<file path="config.mk">
export PLATFORM = sky130hd
export DESIGN_NAME = enc_top
export DESIGN_NICKNAME = d
export VERILOG_FILES = /design/src/design/enc_pkg.sv /design/src/design/enc_cnt.sv /design/src/design/enc_ctrl.sv /design/src/design/enc_out_buf.sv /design/src/design/enc_parity_acc.sv /design/src/design/enc_top.sv
export SDC_FILE = /design/constraint.sdc
export NUM_CORES = 1
export LEC_CHECK = 0
export ABC_CLOCK_PERIOD_IN_PS = 2700
export CAP_MARGIN = 20
export CORE_UTILIZATION = 55
export DETAILED_ROUTE_END_ITERATION = 10
export DONT_BUFFER_PORTS = 1
export GPL_TIMING_DRIVEN = 1
export PLACE_DENSITY_LB_ADDON = 0.05
export SLEW_MARGIN = 20
export SYNTH_ARGS = -nofsm -noshare
export SYNTH_HDL_FRONTEND = slang
export SYNTH_SLANG_ARGS = --single-unit
</file>
<file path="constraint.sdc">
create_clock -name iclk -period 2.7 [get_ports iclk]
set_input_delay 0.135 -clock iclk [delete_from_list [all_inputs] [get_ports iclk]]
set_output_delay 0.135 -clock iclk [all_outputs]
set_load 0.005 [all_outputs]
</file>
<file path="src/design/enc_pkg.sv">
// encoder package: code sizes, base graph shift table, puncture flag, word types, states, strobe structs
package enc_pkg;

  //------------------------------------------------------------
  // code dimensions
  //------------------------------------------------------------

  localparam int Z        = 8;     // lifting size, one word is one Z-bit block
  localparam int KB       = 4;     // data words per frame
  localparam int NP       = 2;     // parity words per frame
  localparam bit DO_PUNCT = 1'b1;  // word 0 is not sent
  localparam int N_OUT    = KB + NP - int'(DO_PUNCT);  // words on the output per frame
  localparam int TAG_W    = 4;

  localparam int WIDX_W   = $clog2(KB + NP);  // covers data and parity slots
  localparam int SHIFT_W  = $clog2(Z) + 1;    // rotation 0..Z-1 plus a spare code

  //------------------------------------------------------------
  // basic types
  //------------------------------------------------------------

  typedef logic [Z-1:0]       word_t;   // one lifting block
  typedef logic [TAG_W-1:0]   tag_t;    // frame tag
  typedef logic [WIDX_W-1:0]  widx_t;   // word index inside the coded frame
  typedef logic [SHIFT_W-1:0] shift_t;  // base graph entry

  // spare code, the column has no edge in that row
  localparam shift_t NO_EDGE = '1;

  // base graph, NP rows by KB columns, entry = left rotation of the data word
  localparam shift_t SHIFT [NP][KB] = '{
    '{4'd1, 4'd3, NO_EDGE, 4'd6},   // parity row 0
    '{4'd0, NO_EDGE, 4'd5, 4'd2}    // parity row 1
  };

  // frame control states
  typedef enum logic [1:0] {
    IDLE,    // buffer empty, waiting for sop
    RECV,    // taking data words
    COMMIT,  // parity rows complete, move them to the buffer
    FULL     // coded frame waits for req
  } ctrl_state_t;

  // source side strobes
  typedef struct packed {
    logic  sop;
    logic  val;
    logic  eop;
    word_t dat;
    tag_t  tag;
  } in_word_t;

  // sink side strobes
  typedef struct packed {
    logic  sop;
    logic  val;
    logic  eop;
    word_t dat;
    tag_t  tag;
  } out_word_t;

  // cyclic left rotation of a lifting block
  function automatic word_t rotl(word_t w, shift_t sh);
    logic [2*Z-1:0] dbl;
    dbl = {w, w} << sh;        // upper half now holds the rotated word
    return dbl[2*Z-1 -: Z];
  endfunction

endpackage

</file>
<file path="src/design/enc_cnt.sv">
// input and output word counters with last-word flags
`timescale 1ns/100ps

module enc_cnt import enc_pkg::*; (
  input  logic  iclk,
  input  logic  rst_n,
  input  logic  clkena,
  input  logic  clear,     // drop the frame, both counters to zero
  input  logic  in_step,   // one data word accepted
  input  logic  out_step,  // one coded word sent
  output widx_t in_idx,
  output logic  in_last,
  output widx_t out_idx,
  output logic  out_last
);

  //------------------------------------------------------------
  // last flags
  //------------------------------------------------------------

  assign in_last  = (in_idx  == widx_t'(KB - 1));     // eop slot
  assign out_last = (out_idx == widx_t'(N_OUT - 1));  // final word on the output

  //------------------------------------------------------------
  // counters, wrap on their own last word
  //------------------------------------------------------------

  always_ff @(posedge iclk) begin
    if (!rst_n) begin
      in_idx  <= '0;
      out_idx <= '0;
    end else if (clkena) begin
      if (clear) begin
        in_idx  <= '0;
        out_idx <= '0;
      end else begin
        if (in_step)
          in_idx <= in_last ? '0 : in_idx + 1'b1;    // back to 0 after the eop word
        if (out_step)
          out_idx <= out_last ? '0 : out_idx + 1'b1; // ready for the next frame
      end
    end
  end

  // counters never run past their frame size
  a_in_lim : assert property (@(posedge iclk) disable iff (!rst_n)
    in_idx <= widx_t'(KB - 1))
    else $error("in_idx past limit: %h", in_idx);

  a_out_lim : assert property (@(posedge iclk) disable iff (!rst_n)
    out_idx <= widx_t'(N_OUT - 1))
    else $error("out_idx past limit: %h", out_idx);

endmodule

</file>
<file path="src/design/enc_ctrl.sv">
// frame FSM: accept and source error decisions, commit sequencing, busy/ready/full flags
`timescale 1ns/100ps

module enc_ctrl import enc_pkg::*; (
  input  logic     iclk,
  input  logic     rst_n,
  input  logic     clkena,
  input  in_word_t in_word,
  input  logic     in_last,   // counter sits on word KB-1
  input  logic     out_last,  // counter sits on the final output word
  input  logic     req,
  output logic     clear,
  output logic     accept,
  output logic     commit,
  output logic     out_step,
  output logic     busy,
  output logic     ready,
  output logic     src_err,
  output logic     full
);

  ctrl_state_t state_q;
  ctrl_state_t state_d;
  logic        err;       // strobe rule broken in this cycle

  //------------------------------------------------------------
  // next state and word decision
  //------------------------------------------------------------

  always_comb begin
    state_d = state_q;
    err     = 1'b0;
    accept  = 1'b0;
    case (state_q)
      IDLE : begin
        if (in_word.val) begin
          // only a sop may open a frame, eop must sit on word KB-1
          if (!in_word.sop || (in_word.eop != in_last)) begin
            err = 1'b1;
          end else begin
            accept  = 1'b1;
            state_d = in_last ? COMMIT : RECV;  // single-word frames skip RECV
          end
        end
      end
      RECV : begin
        if (in_word.val) begin
          if (in_word.sop || (in_word.eop != in_last)) begin
            err     = 1'b1;     // sop in frame, early eop or missing eop
            state_d = IDLE;     // frame is dropped
          end else begin
            accept = 1'b1;
            if (in_last)
              state_d = COMMIT;
          end
        end
      end
      COMMIT : begin
        err     = in_word.val;  // ready is low here
        state_d = FULL;
      end
      FULL : begin
        err = in_word.val;      // word while ready low, buffered frame is kept
        if (req && out_last)
          state_d = IDLE;       // eop goes out next cycle
      end
      default : state_d = IDLE;
    endcase
  end

  //------------------------------------------------------------
  // state and error pulse
  //------------------------------------------------------------

  always_ff @(posedge iclk) begin
    if (!rst_n) begin
      state_q <= IDLE;
      src_err <= 1'b0;
    end else if (clkena) begin
      state_q <= state_d;
      src_err <= err;           // one pulse, the cycle after the bad word
    end
  end

  assign clear    = err && (state_q == RECV);   // only a frame in reception is dropped
  assign commit   = (state_q == COMMIT);
  assign out_step = (state_q == FULL) && req;   // req outside FULL has no effect
  assign full     = (state_q == FULL);
  assign ready    = (state_q == IDLE);          // buffer is empty only in IDLE
  assign busy     = (state_q == RECV) || (state_q == COMMIT);

  // parity commit lasts a single enabled cycle
  a_commit_once : assert property (@(posedge iclk) disable iff (!rst_n)
    (commit && clkena) |=> !commit)
    else $error("commit held longer than one cycle");

  // outside a frame nothing is taken unless the core is ready
  a_accept_rdy : assert property (@(posedge iclk) disable iff (!rst_n)
    accept |-> (ready || (state_q == RECV)))
    else $error("accept with ready low, state %h", state_q);

endmodule

</file>
<file path="src/design/enc_out_buf.sv">
// one-frame coded buffer: data writes, parity and tag commit, punctured readout on req
`timescale 1ns/100ps

module enc_out_buf import enc_pkg::*; (
  input  logic           iclk,
  input  logic           rst_n,
  input  logic           clkena,
  input  logic           accept,
  input  logic           commit,
  input  widx_t          in_idx,
  input  in_word_t       in_word,
  input  word_t [NP-1:0] parity,
  input  logic           out_step,
  input  widx_t          out_idx,
  input  logic           out_last,
  output out_word_t      out_word
);

  word_t mem [KB+NP];   // slots 0..KB-1 data, KB.. parity
  tag_t  frm_tag;       // tag captured with sop
  tag_t  buf_tag;       // tag of the committed frame
  widx_t rd_idx;

  logic  o_sop;
  logic  o_val;
  logic  o_eop;
  word_t o_dat;
  tag_t  o_tag;

  //------------------------------------------------------------
  // write side
  //------------------------------------------------------------

  always_ff @(posedge iclk) begin
    if (clkena) begin
      if (accept) begin
        mem[in_idx] <= in_word.dat;               // systematic part in place
        if (in_word.sop)
          frm_tag <= in_word.tag;
      end
      if (commit) begin
        for (int r = 0; r < NP; r++)
          mem[KB + r] <= parity[r];               // parity behind the data words
        buf_tag <= frm_tag;
      end
    end
  end

  //------------------------------------------------------------
  // read side
  //------------------------------------------------------------

  // skip word 0 when punctured
  assign rd_idx = out_idx + widx_t'(DO_PUNCT);

  // strobes, one cycle after the req that asked for the word
  always_ff @(posedge iclk) begin
    if (!rst_n) begin
      o_sop <= 1'b0;
      o_val <= 1'b0;
      o_eop <= 1'b0;
    end else if (clkena) begin
      o_val <= out_step;
      o_sop <= out_step && (out_idx == '0);   // first word sent
      o_eop <= out_step && out_last;
    end
  end

  always_ff @(posedge iclk) begin
    if (clkena && out_step) begin
      o_dat <= mem[rd_idx];
      o_tag <= buf_tag;                       // same tag on every word
    end
  end

  assign out_word = '{sop: o_sop, val: o_val, eop: o_eop, dat: o_dat, tag: o_tag};

  // buffer is never rewritten while it is being read
  a_no_overlap : assert property (@(posedge iclk) disable iff (!rst_n)
    !(commit && out_step))
    else $error("commit during readout, out_idx %h", out_idx);

endmodule

</file>
<file path="src/design/enc_parity_acc.sv">
// parity accumulator: per-row rotate and XOR fold of the data words over the base graph
`timescale 1ns/100ps

module enc_parity_acc import enc_pkg::*; (
  input  logic            iclk,
  input  logic            rst_n,
  input  logic            clkena,
  input  logic            clear,    // frame dropped
  input  logic            accept,   // dat is a valid data word
  input  widx_t           in_idx,   // column of the base graph
  input  word_t           dat,
  output word_t [NP-1:0]  parity    // one running word per parity row
);

  shift_t [NP-1:0] sh_sel;    // shift entry of each row for this column
  word_t  [NP-1:0] contrib;   // rotated word, zero on no edge
  logic            first;     // word 0 restarts the fold

  //------------------------------------------------------------
  // base graph lookup
  //------------------------------------------------------------

  always_comb begin
    for (int r = 0; r < NP; r++) begin
      sh_sel[r] = NO_EDGE;
      for (int c = 0; c < KB; c++) begin
        if (in_idx == widx_t'(c))
          sh_sel[r] = SHIFT[r][c];
      end
    end
  end

  // rotation per row
  always_comb begin
    for (int r = 0; r < NP; r++) begin
      if (sh_sel[r] == NO_EDGE)
        contrib[r] = '0;                 // column not connected to this row
      else
        contrib[r] = rotl(dat, sh_sel[r]);
    end
  end

  assign first = (in_idx == '0);

  //------------------------------------------------------------
  // fold registers
  //------------------------------------------------------------

  // rows start from zero on word 0, so the result is ready the cycle after eop
  always_ff @(posedge iclk) begin
    if (!rst_n) begin
      parity <= '0;
    end else if (clkena) begin
      if (clear) begin
        parity <= '0;
      end else if (accept) begin
        for (int r = 0; r < NP; r++)
          parity[r] <= (first ? '0 : parity[r]) ^ contrib[r];
      end
    end
  end

endmodule

</file>
<file path="src/design/enc_top.sv">
// encoder top: FSM, counters, parity accumulator and output buffer wired together
`timescale 1ns/100ps

module enc_top import enc_pkg::*; (
  input  logic      iclk,
  input  logic      rst_n,
  input  logic      clkena,
  input  in_word_t  in_word,
  input  logic      req,
  output logic      busy,
  output logic      ready,
  output logic      src_err,
  output logic      full,
  output out_word_t out_word
);

  //------------------------------------------------------------
  // internal control
  //------------------------------------------------------------

  logic           clear;      // drop frame in reception
  logic           accept;     // data word taken
  logic           commit;     // parity into buffer
  logic           out_step;   // one word read out
  widx_t          in_idx;
  logic           in_last;
  widx_t          out_idx;
  logic           out_last;
  word_t [NP-1:0] parity;

  enc_ctrl u_ctrl (
    .iclk     ( iclk     ),
    .rst_n    ( rst_n    ),
    .clkena   ( clkena   ),
    .in_word  ( in_word  ),
    .in_last  ( in_last  ),
    .out_last ( out_last ),
    .req      ( req      ),
    .clear    ( clear    ),
    .accept   ( accept   ),
    .commit   ( commit   ),
    .out_step ( out_step ),
    .busy     ( busy     ),
    .ready    ( ready    ),
    .src_err  ( src_err  ),
    .full     ( full     )
  );

  enc_cnt u_cnt (
    .iclk     ( iclk     ),
    .rst_n    ( rst_n    ),
    .clkena   ( clkena   ),
    .clear    ( clear    ),
    .in_step  ( accept   ),
    .out_step ( out_step ),
    .in_idx   ( in_idx   ),
    .in_last  ( in_last  ),
    .out_idx  ( out_idx  ),
    .out_last ( out_last )
  );

  //------------------------------------------------------------
  // datapath
  //------------------------------------------------------------

  enc_parity_acc u_acc (
    .iclk     ( iclk        ),
    .rst_n    ( rst_n       ),
    .clkena   ( clkena      ),
    .clear    ( clear       ),
    .accept   ( accept      ),
    .in_idx   ( in_idx      ),
    .dat      ( in_word.dat ),
    .parity   ( parity      )
  );

  enc_out_buf u_buf (
    .iclk     ( iclk     ),
    .rst_n    ( rst_n    ),
    .clkena   ( clkena   ),
    .accept   ( accept   ),
    .commit   ( commit   ),
    .in_idx   ( in_idx   ),
    .in_word  ( in_word  ),
    .parity   ( parity   ),
    .out_step ( out_step ),
    .out_idx  ( out_idx  ),
    .out_last ( out_last ),
    .out_word ( out_word )
  );

endmodule

</file>
* Word-level counts from Yosys, hierarchy flattened *
Memories as Yosys holds them, arrays and structs flattened. A register that Yosys moved wholly into a read port is not among the register bits.
Index checks and enable logic that the tools add are counted.

word-level totals
  memory bits (writable) = 48
  memories kept = 1
  bits in registers = 40
  logic and storage cells = 103
  memory bits (read-only) = 0
  output and inout bits = 19
  bits in latches = 0
  input port bits = 19

memories
  memory     depth  width  rd ports  clocked after memory_dff  write ports  RTL line           RTL
  u_buf.mem  6      8      1         1                         2            enc_out_buf.sv:19  word_t mem [KB+NP];

operators by class
  muxes and demuxes = 47
  $add $sub $neg = 2
  div/mod/pow operators = 0
  equal/unequal tests = 15
  bitwise logic cells = 2
  reductions and logical operators = 22
  $mul = 0
  shift operators = 2
  order comparisons = 0

operators with widths
  kind                                                                     count
  8-bit two-way mux                                                        5
  16-bit two-way mux                                                       2
  4-bit two-way mux                                                        8
  16-bit by 4-bit << shifter with 16-bit output                            2
  3-bit two-way mux                                                        7
  8-bit bitwise XOR                                                        2
  1-bit two-way mux                                                        15
  2-bit two-way mux                                                        7
  4-bit equality test, second input constant                               2
  2-bit case mux with 4 select lines                                       1
  8-bit OR reduction                                                       1
  3-bit by 1-bit adder with 3-bit output, second input constant            2
  3-bit by 2-bit equality test with 1-bit output, second input constant    2
  1-bit logical AND                                                        6
  3-bit zero test                                                          2
  2-bit inequality test, second input constant                             3
  2-bit AND reduction                                                      3
  6-bit AND reduction                                                      1
  2-bit equality test, second input constant                               2
  2-bit nonzero test                                                       2
  3-bit by 1-bit equality test with 1-bit output, second input constant    1
  3-bit equality test, second input constant                               1
  1-bit logical OR                                                         3
  3-bit by 1-bit inequality test with 1-bit output, second input constant  1
  other kinds (9)                                                          9

* Logic depth before layout (Yosys ltp) *
  depth in word-level cells = 10
  depth in mapped cells = 10

* Hierarchy *
From an unflattened synthesis, not the netlist that was laid out.

unflattened totals
  cell total of the unflattened synthesis = 388
  area total of the unflattened synthesis = 4946.0 um^2

by module, submodules not included
  module          sequential area each (um^2)  area an instance (um^2)  cells an instance  instances
  enc_out_buf     2102.0                       2944.1                   148                1
  enc_parity_acc  320.3                        1351.3                   167                1
  enc_cnt         120.1                        330.3                    36                 1
  enc_ctrl        60.1                         320.3                    37                 1

* Worst setup path before layout *
No wires, ideal clock.

  kind = register to register
  start point = register u_cnt.in_idx[0]
  end point = memory u_buf.mem[4][0] (netlist name), enable pin
  data required time = 2.316 ns
  path buffers = 1
  stages on the path, launching flop included = 8
  period minus slack after synthesis = 2.699 ns
  arrival time = 2.315 ns
  setup slack = 0.001 ns
  cell sequence = dfxtp_1 > ha_1 > and2b_1 > xnor2_1 > clkbuf_1 > nor4_1 > nand2_1 > o21ai_0

RTL lines
  what                    RTL line           RTL
  start, declared         enc_cnt.sv:11      output widx_t in_idx,
  start signal, assigned  enc_cnt.sv:38      in_idx <= in_last ? '0 : in_idx + 1'b1;
  end, declared           enc_out_buf.sv:19

* Worst setup path after layout *
  start point = register u_ctrl.state_q[1]
  end point = register u_acc.parity[14] (netlist name)

on the way
  cells in the longest elaborated chain, start to end = 6
  elaborated cells on any way between the ends = 11
  those cells by class = eq/ne: 3; mux: 3; reduce/logical: 5

ends and longest elaborated chain
  what                                RTL line              RTL
  start, declared                     enc_ctrl.sv:22        ctrl_state_t state_q;
  start signal, assigned              enc_ctrl.sv:80        state_q <= state_d;
  2-bit equality test                 enc_ctrl.sv:34        case (state_q)
  2-bit OR reduction (no line)        --
  1-bit case mux with 3 select lines  enc_ctrl.sv:34
  1-bit logical AND                   enc_ctrl.sv:85        assign clear = err && (state_q == RECV);
  2-bit nonzero test (no line)        --
  2-bit AND reduction (no line)       --
  end signal, assigned by index       enc_parity_acc.sv:58  parity[r] <= (first ? '0 : parity[r]) ^ contrib[r];
  end, declared                       enc_parity_acc.sv:12  output word_t [NP-1:0] parity

Parallel ways exist; a longest one is shown, timed or not.
A chain may end at the register's enable or synchronous reset.

==> summary.md <==
| Metric | Value |
|---|---|
| Commonest register cell after synthesis | edfxtp_1 |
| Maximum clock insertion buffer count | 2 |
| Clock power share | 37.3% |
| EDFF count, synth | 68 |
| Syn Std Cell Area | 4910 µm² |
| Syn Area/Cell | 10.9 µm² |
| First-pass DRT Iterations | 6 |
| Worst-path clk slew | 100 ps |
| PortBufs | 0 |
| CP Max Fanout | 14 |
| Worst setup EP type | flip-flop |
| Routed len/inst | 19.8 µm |
| Int Pwr | 2330 µW |
| Post-CTS Hold Fix Bufs | 14 |
| H-tree levels | 3 |
| Crit path DAT | 2700 ps |
| CTS tree | built |
| Reg-to-reg setup timing slack | 270 ps |
| Finished Cell Area | 5400 µm² |
| Cells after synthesis | 451 |
| # placed instances | 541 |
| Inserted Clock Buffers | 9 |
| Post-CTS setup buffers | 0 |
| Initial antenna violation count | 0 |
| RSZ-0062 raised after global routing | false |
| Gpl congestion | 0.827 |
| # diodes | 0 |
| Net Sw Power | 671 µW |
| Final std cells w/o fill | 571 |
| Yosys warning total | 0 |
| Worst hold path class | in2reg |
| Leak | 0.00179 µW |
| Ys async rst share | 0% |
| Maximum VDD drop | 251 µV |
| Hold path endpoint | u_buf.o_val$_SDFFE_PN0P_ |
| Tot Pwr | 3000 µW |
| Clock sink count | 96 |
| Max-slew violations | 0 |
| Clock root buffer | clkbuf_8 |
| Syn_nets | 480 |
| Final Setup Violations | 0 |
| Count of cell types in the netlist | 56 |
| Via density | 6.26 |
| Relative slew slack | 50.2% |
| NumNets Final | 487 |
| Largest net degree at the start of global routing | 25 |
| MaxCap Viol Count | 0 |
| ANT nets after route | 0 |
| R2r startpoint | u_ctrl.state_q[1]$_SDFFE_PN0P_ |
| Rows | 34 |
| Final setup TNS | 0 ps |
| Clock skew | 16.4 ps |
| Final hold violation count | 0 |
| Initial Utilization | 56.6% |
| Period utilization | 89.9% |
| Fmax | 412 MHz |
| Status | finished, final reports clean |
| Switching share of power | 22.4% |
| First-pass GRT wire length | 17000 µm |
| Layout cells sized above 1 | 12.3% |
| Later-pin clock latency in the skew report | 360 ps |
| Slew @ Worst Pin | 738 ps |
| Congestion Overflow GR | 0 |
| WL final | 11300 µm |
| Die Ht | 96.5 µm |
| Pwr Density | 556 nW/µm² |
| Hold path start | clkena |
| Logic pwr share | 9.1% |
| Post-DP HPWL | 7820 µm |
| Flip-flop and latch count after synthesis | 96 |
| Seq/Total Area, Yosys | 53.0% |
| Flop pwr share | 53.6% |
| Die extent in x | 96.5 µm |
| Filler cells | 714 |
| Post-CTS sizing | 0 |
| Io pins | 38 |
| Post-placement cell area | 5020 µm² |
| Die area | 9310 µm² |
| Hold path cells | 2 |
| DRT iter0 DRCs | 277 |
| CORE AREA | 8680 µm² |
| Total track usage | 25.1% |
| # DRC | 0 |
| WP data required | 2970 ps |
| Worst r2r dst | u_acc.parity[14]$_SDFFE_PN0P_ |
| Vias in the first global route | 3248 |
| Period minus WS final | 2430 ps |
| Crit path launch type | flip-flop |
| Worst R2R Path Depth | 7 |
| Layout area overhead | 10.0% |
| DR vias | 3577 |
| WS Path Type | reg2reg |
==> cell type report <==
cell class,instances,area [µm²],share of cell area (%)
Clock buffer,10,128,2.36
Multi-Input combinational cell,289,2040,37.7
Sequential cell,96,2600,48.2
Tap cell,108,135,2.50
Timing Repair Buffer,32,275,5.09
Clock inverter,6,113,2.08
Inverter,30,113,2.08
==> metal layers <==
metal | track usage (%) | part of all wire (%)
met1 | 34.7 | 45
met5 | 0 | 0
met4 | 8.46 | 1.4
met3 | 4.15 | 5.3
met2 | 40.1 | 48
==> registers in the layout, indices dropped and copies added, names as in the netlist <==
register	count
u_acc.parity	16
u_buf.o_tag	4
u_ctrl.src_err	1
u_buf.mem	48
u_ctrl.state_q	2
u_buf.o_sop	1
u_cnt.in_idx	3
u_buf.o_eop	1
u_buf.o_dat	8
u_buf.buf_tag	4
u_buf.frm_tag	4
u_cnt.out_idx	3
u_buf.o_val	1
==> placed cells by master (no fill, tap or decap), types with 4 or more instances in the layout <==
cell type / Yosys / routed
buf_4: 3 / 18
mux2i_1: 17 / 17
ha_1: 10 / 10
or3_1: 4 / 4
a31o_2: 9 / 9
a21oi_1: 8 / 8
nand2_1: 56 / 56
o21ai_0: 41 / 41
nor2_1: 12 / 12
mux4_2: 8 / 8
nand4_1: 12 / 12
a221o_1: 11 / 11
clkbuf_8: 0 / 9
edfxtp_1: 68 / 68
nor2b_1: 5 / 5
nand3b_1: 9 / 9
dlygate4sd3_1: 0 / 14
dfxtp_1: 28 / 28
inv_1: 29 / 29
nor4_1: 5 / 5
o211ai_1: 25 / 25
nand3_1: 6 / 6
nand2b_1: 5 / 5
==> power groups by stage <==
stage / Clock (µW) / Combinational (µW) / Sequential (µW)
CTS: 1140 / 271 / 1610
detailed placement: 0 / 243 / 1640
global placement: 0 / 240 / 1640
finish: 1120 / 274 / 1610
floorplan: 0 / 200 / 1640
global route: 1190 / 301 / 1610
==> worst max-delay path, stage by stage, from the launching register on <==
cell and delay, ps:
dfxtp_1 340, inv_1 90, ha_1 370, nor3b_1 280, a2bb2oi_1 200, or3_1 600
a221o_1 340, o211ai_1 100
==> kinds of logic (layout without fill, tap and decap cells) <==
family,after synthesis,in the layout,synth area share [%]
adders and majority gates,10,10,2.55
buffers and inverters,66,78,5.68
DFF,96,96,53.0
xor gates and xnor gates,3,3,0.535
muxes,26,26,7.36
AOI/OAI and AO/OA,122,122,17.6
and+or+nand+nor,128,128,13.3
==> how the worst max path moves through the flow <==
stage / from / to / cells past startpoint / slack [ps]
finish: u_ctrl.state_q[1]$_SDFFE_PN0P_ / u_acc.parity[14]$_SDFFE_PN0P_ / 7 / 270
global route: u_ctrl.state_q[1]$_SDFFE_PN0P_ / u_buf.mem[1][0]$_DFFE_PP_ / 7 / 110
CTS: u_ctrl.state_q[1]$_SDFFE_PN0P_ / u_acc.parity[14]$_SDFFE_PN0P_ / 7 / 270
detailed placement: u_ctrl.state_q[1]$_SDFFE_PN0P_ / u_acc.parity[10]$_SDFFE_PN0P_ / 7 / 320
global placement: u_cnt.in_idx[0]$_SDFFE_PN0P_ / u_acc.parity[3]$_SDFFE_PN0P_ / 7 / 330
floorplan: u_cnt.in_idx[0]$_SDFFE_PN0P_ / u_buf.mem[4][0]$_DFFE_PP_ / 7 / 1
==> synthesized netlist by cell type, types with 2 or more instances <==
cell | instances | area share, %
buf_6 | 2 | 0.46
edfxtp_1 | 68 | 42
nand2b_1 | 5 | 0.64
nor3b_1 | 2 | 0.31
nor2b_1 | 5 | 0.64
a221oi_1 | 2 | 0.36
inv_1 | 29 | 2.2
o311ai_0 | 2 | 0.36
nand3_1 | 6 | 0.61
dfxtp_1 | 28 | 11
buf_2 | 4 | 0.41
or3_1 | 4 | 0.51
a221o_1 | 11 | 2.2
mux4_2 | 8 | 3.7
nor2_1 | 12 | 0.92
buf_1 | 7 | 0.53
o221ai_1 | 2 | 0.36
a222oi_1 | 2 | 0.41
clkbuf_1 | 20 | 1.5
a21oi_1 | 8 | 0.82
nand3b_1 | 9 | 1.4
or2_2 | 2 | 0.25
o21ai_0 | 41 | 4.2
o31ai_1 | 3 | 0.46
a2111oi_0 | 2 | 0.36
o22ai_1 | 2 | 0.25
nand4_1 | 12 | 1.5
a2bb2oi_1 | 2 | 0.36
nor3_1 | 2 | 0.20
xnor2_1 | 3 | 0.53
ha_1 | 10 | 2.5
a211o_1 | 3 | 0.53
a31o_2 | 9 | 1.6
mux2i_1 | 17 | 3.5
nor4_1 | 5 | 0.64
nand2_1 | 56 | 4.3
o211ai_1 | 25 | 3.8
buf_4 | 3 | 0.46
==> through the flow <==
step | util (%) | hold slack, ps | setup WS [ps]
after CTS | 62.2 | 6.95 | 272
final | 62.3 | 24.0 | 272
after global routing | 62.3 | 17.9 | 109
after detailed placement | 57.8 | 234 | 323
after global placement | 57.8 | 234 | 328
after floorplan | - | 234 | 1.18
No activity file was read; power rests on OpenSTA's default activity.
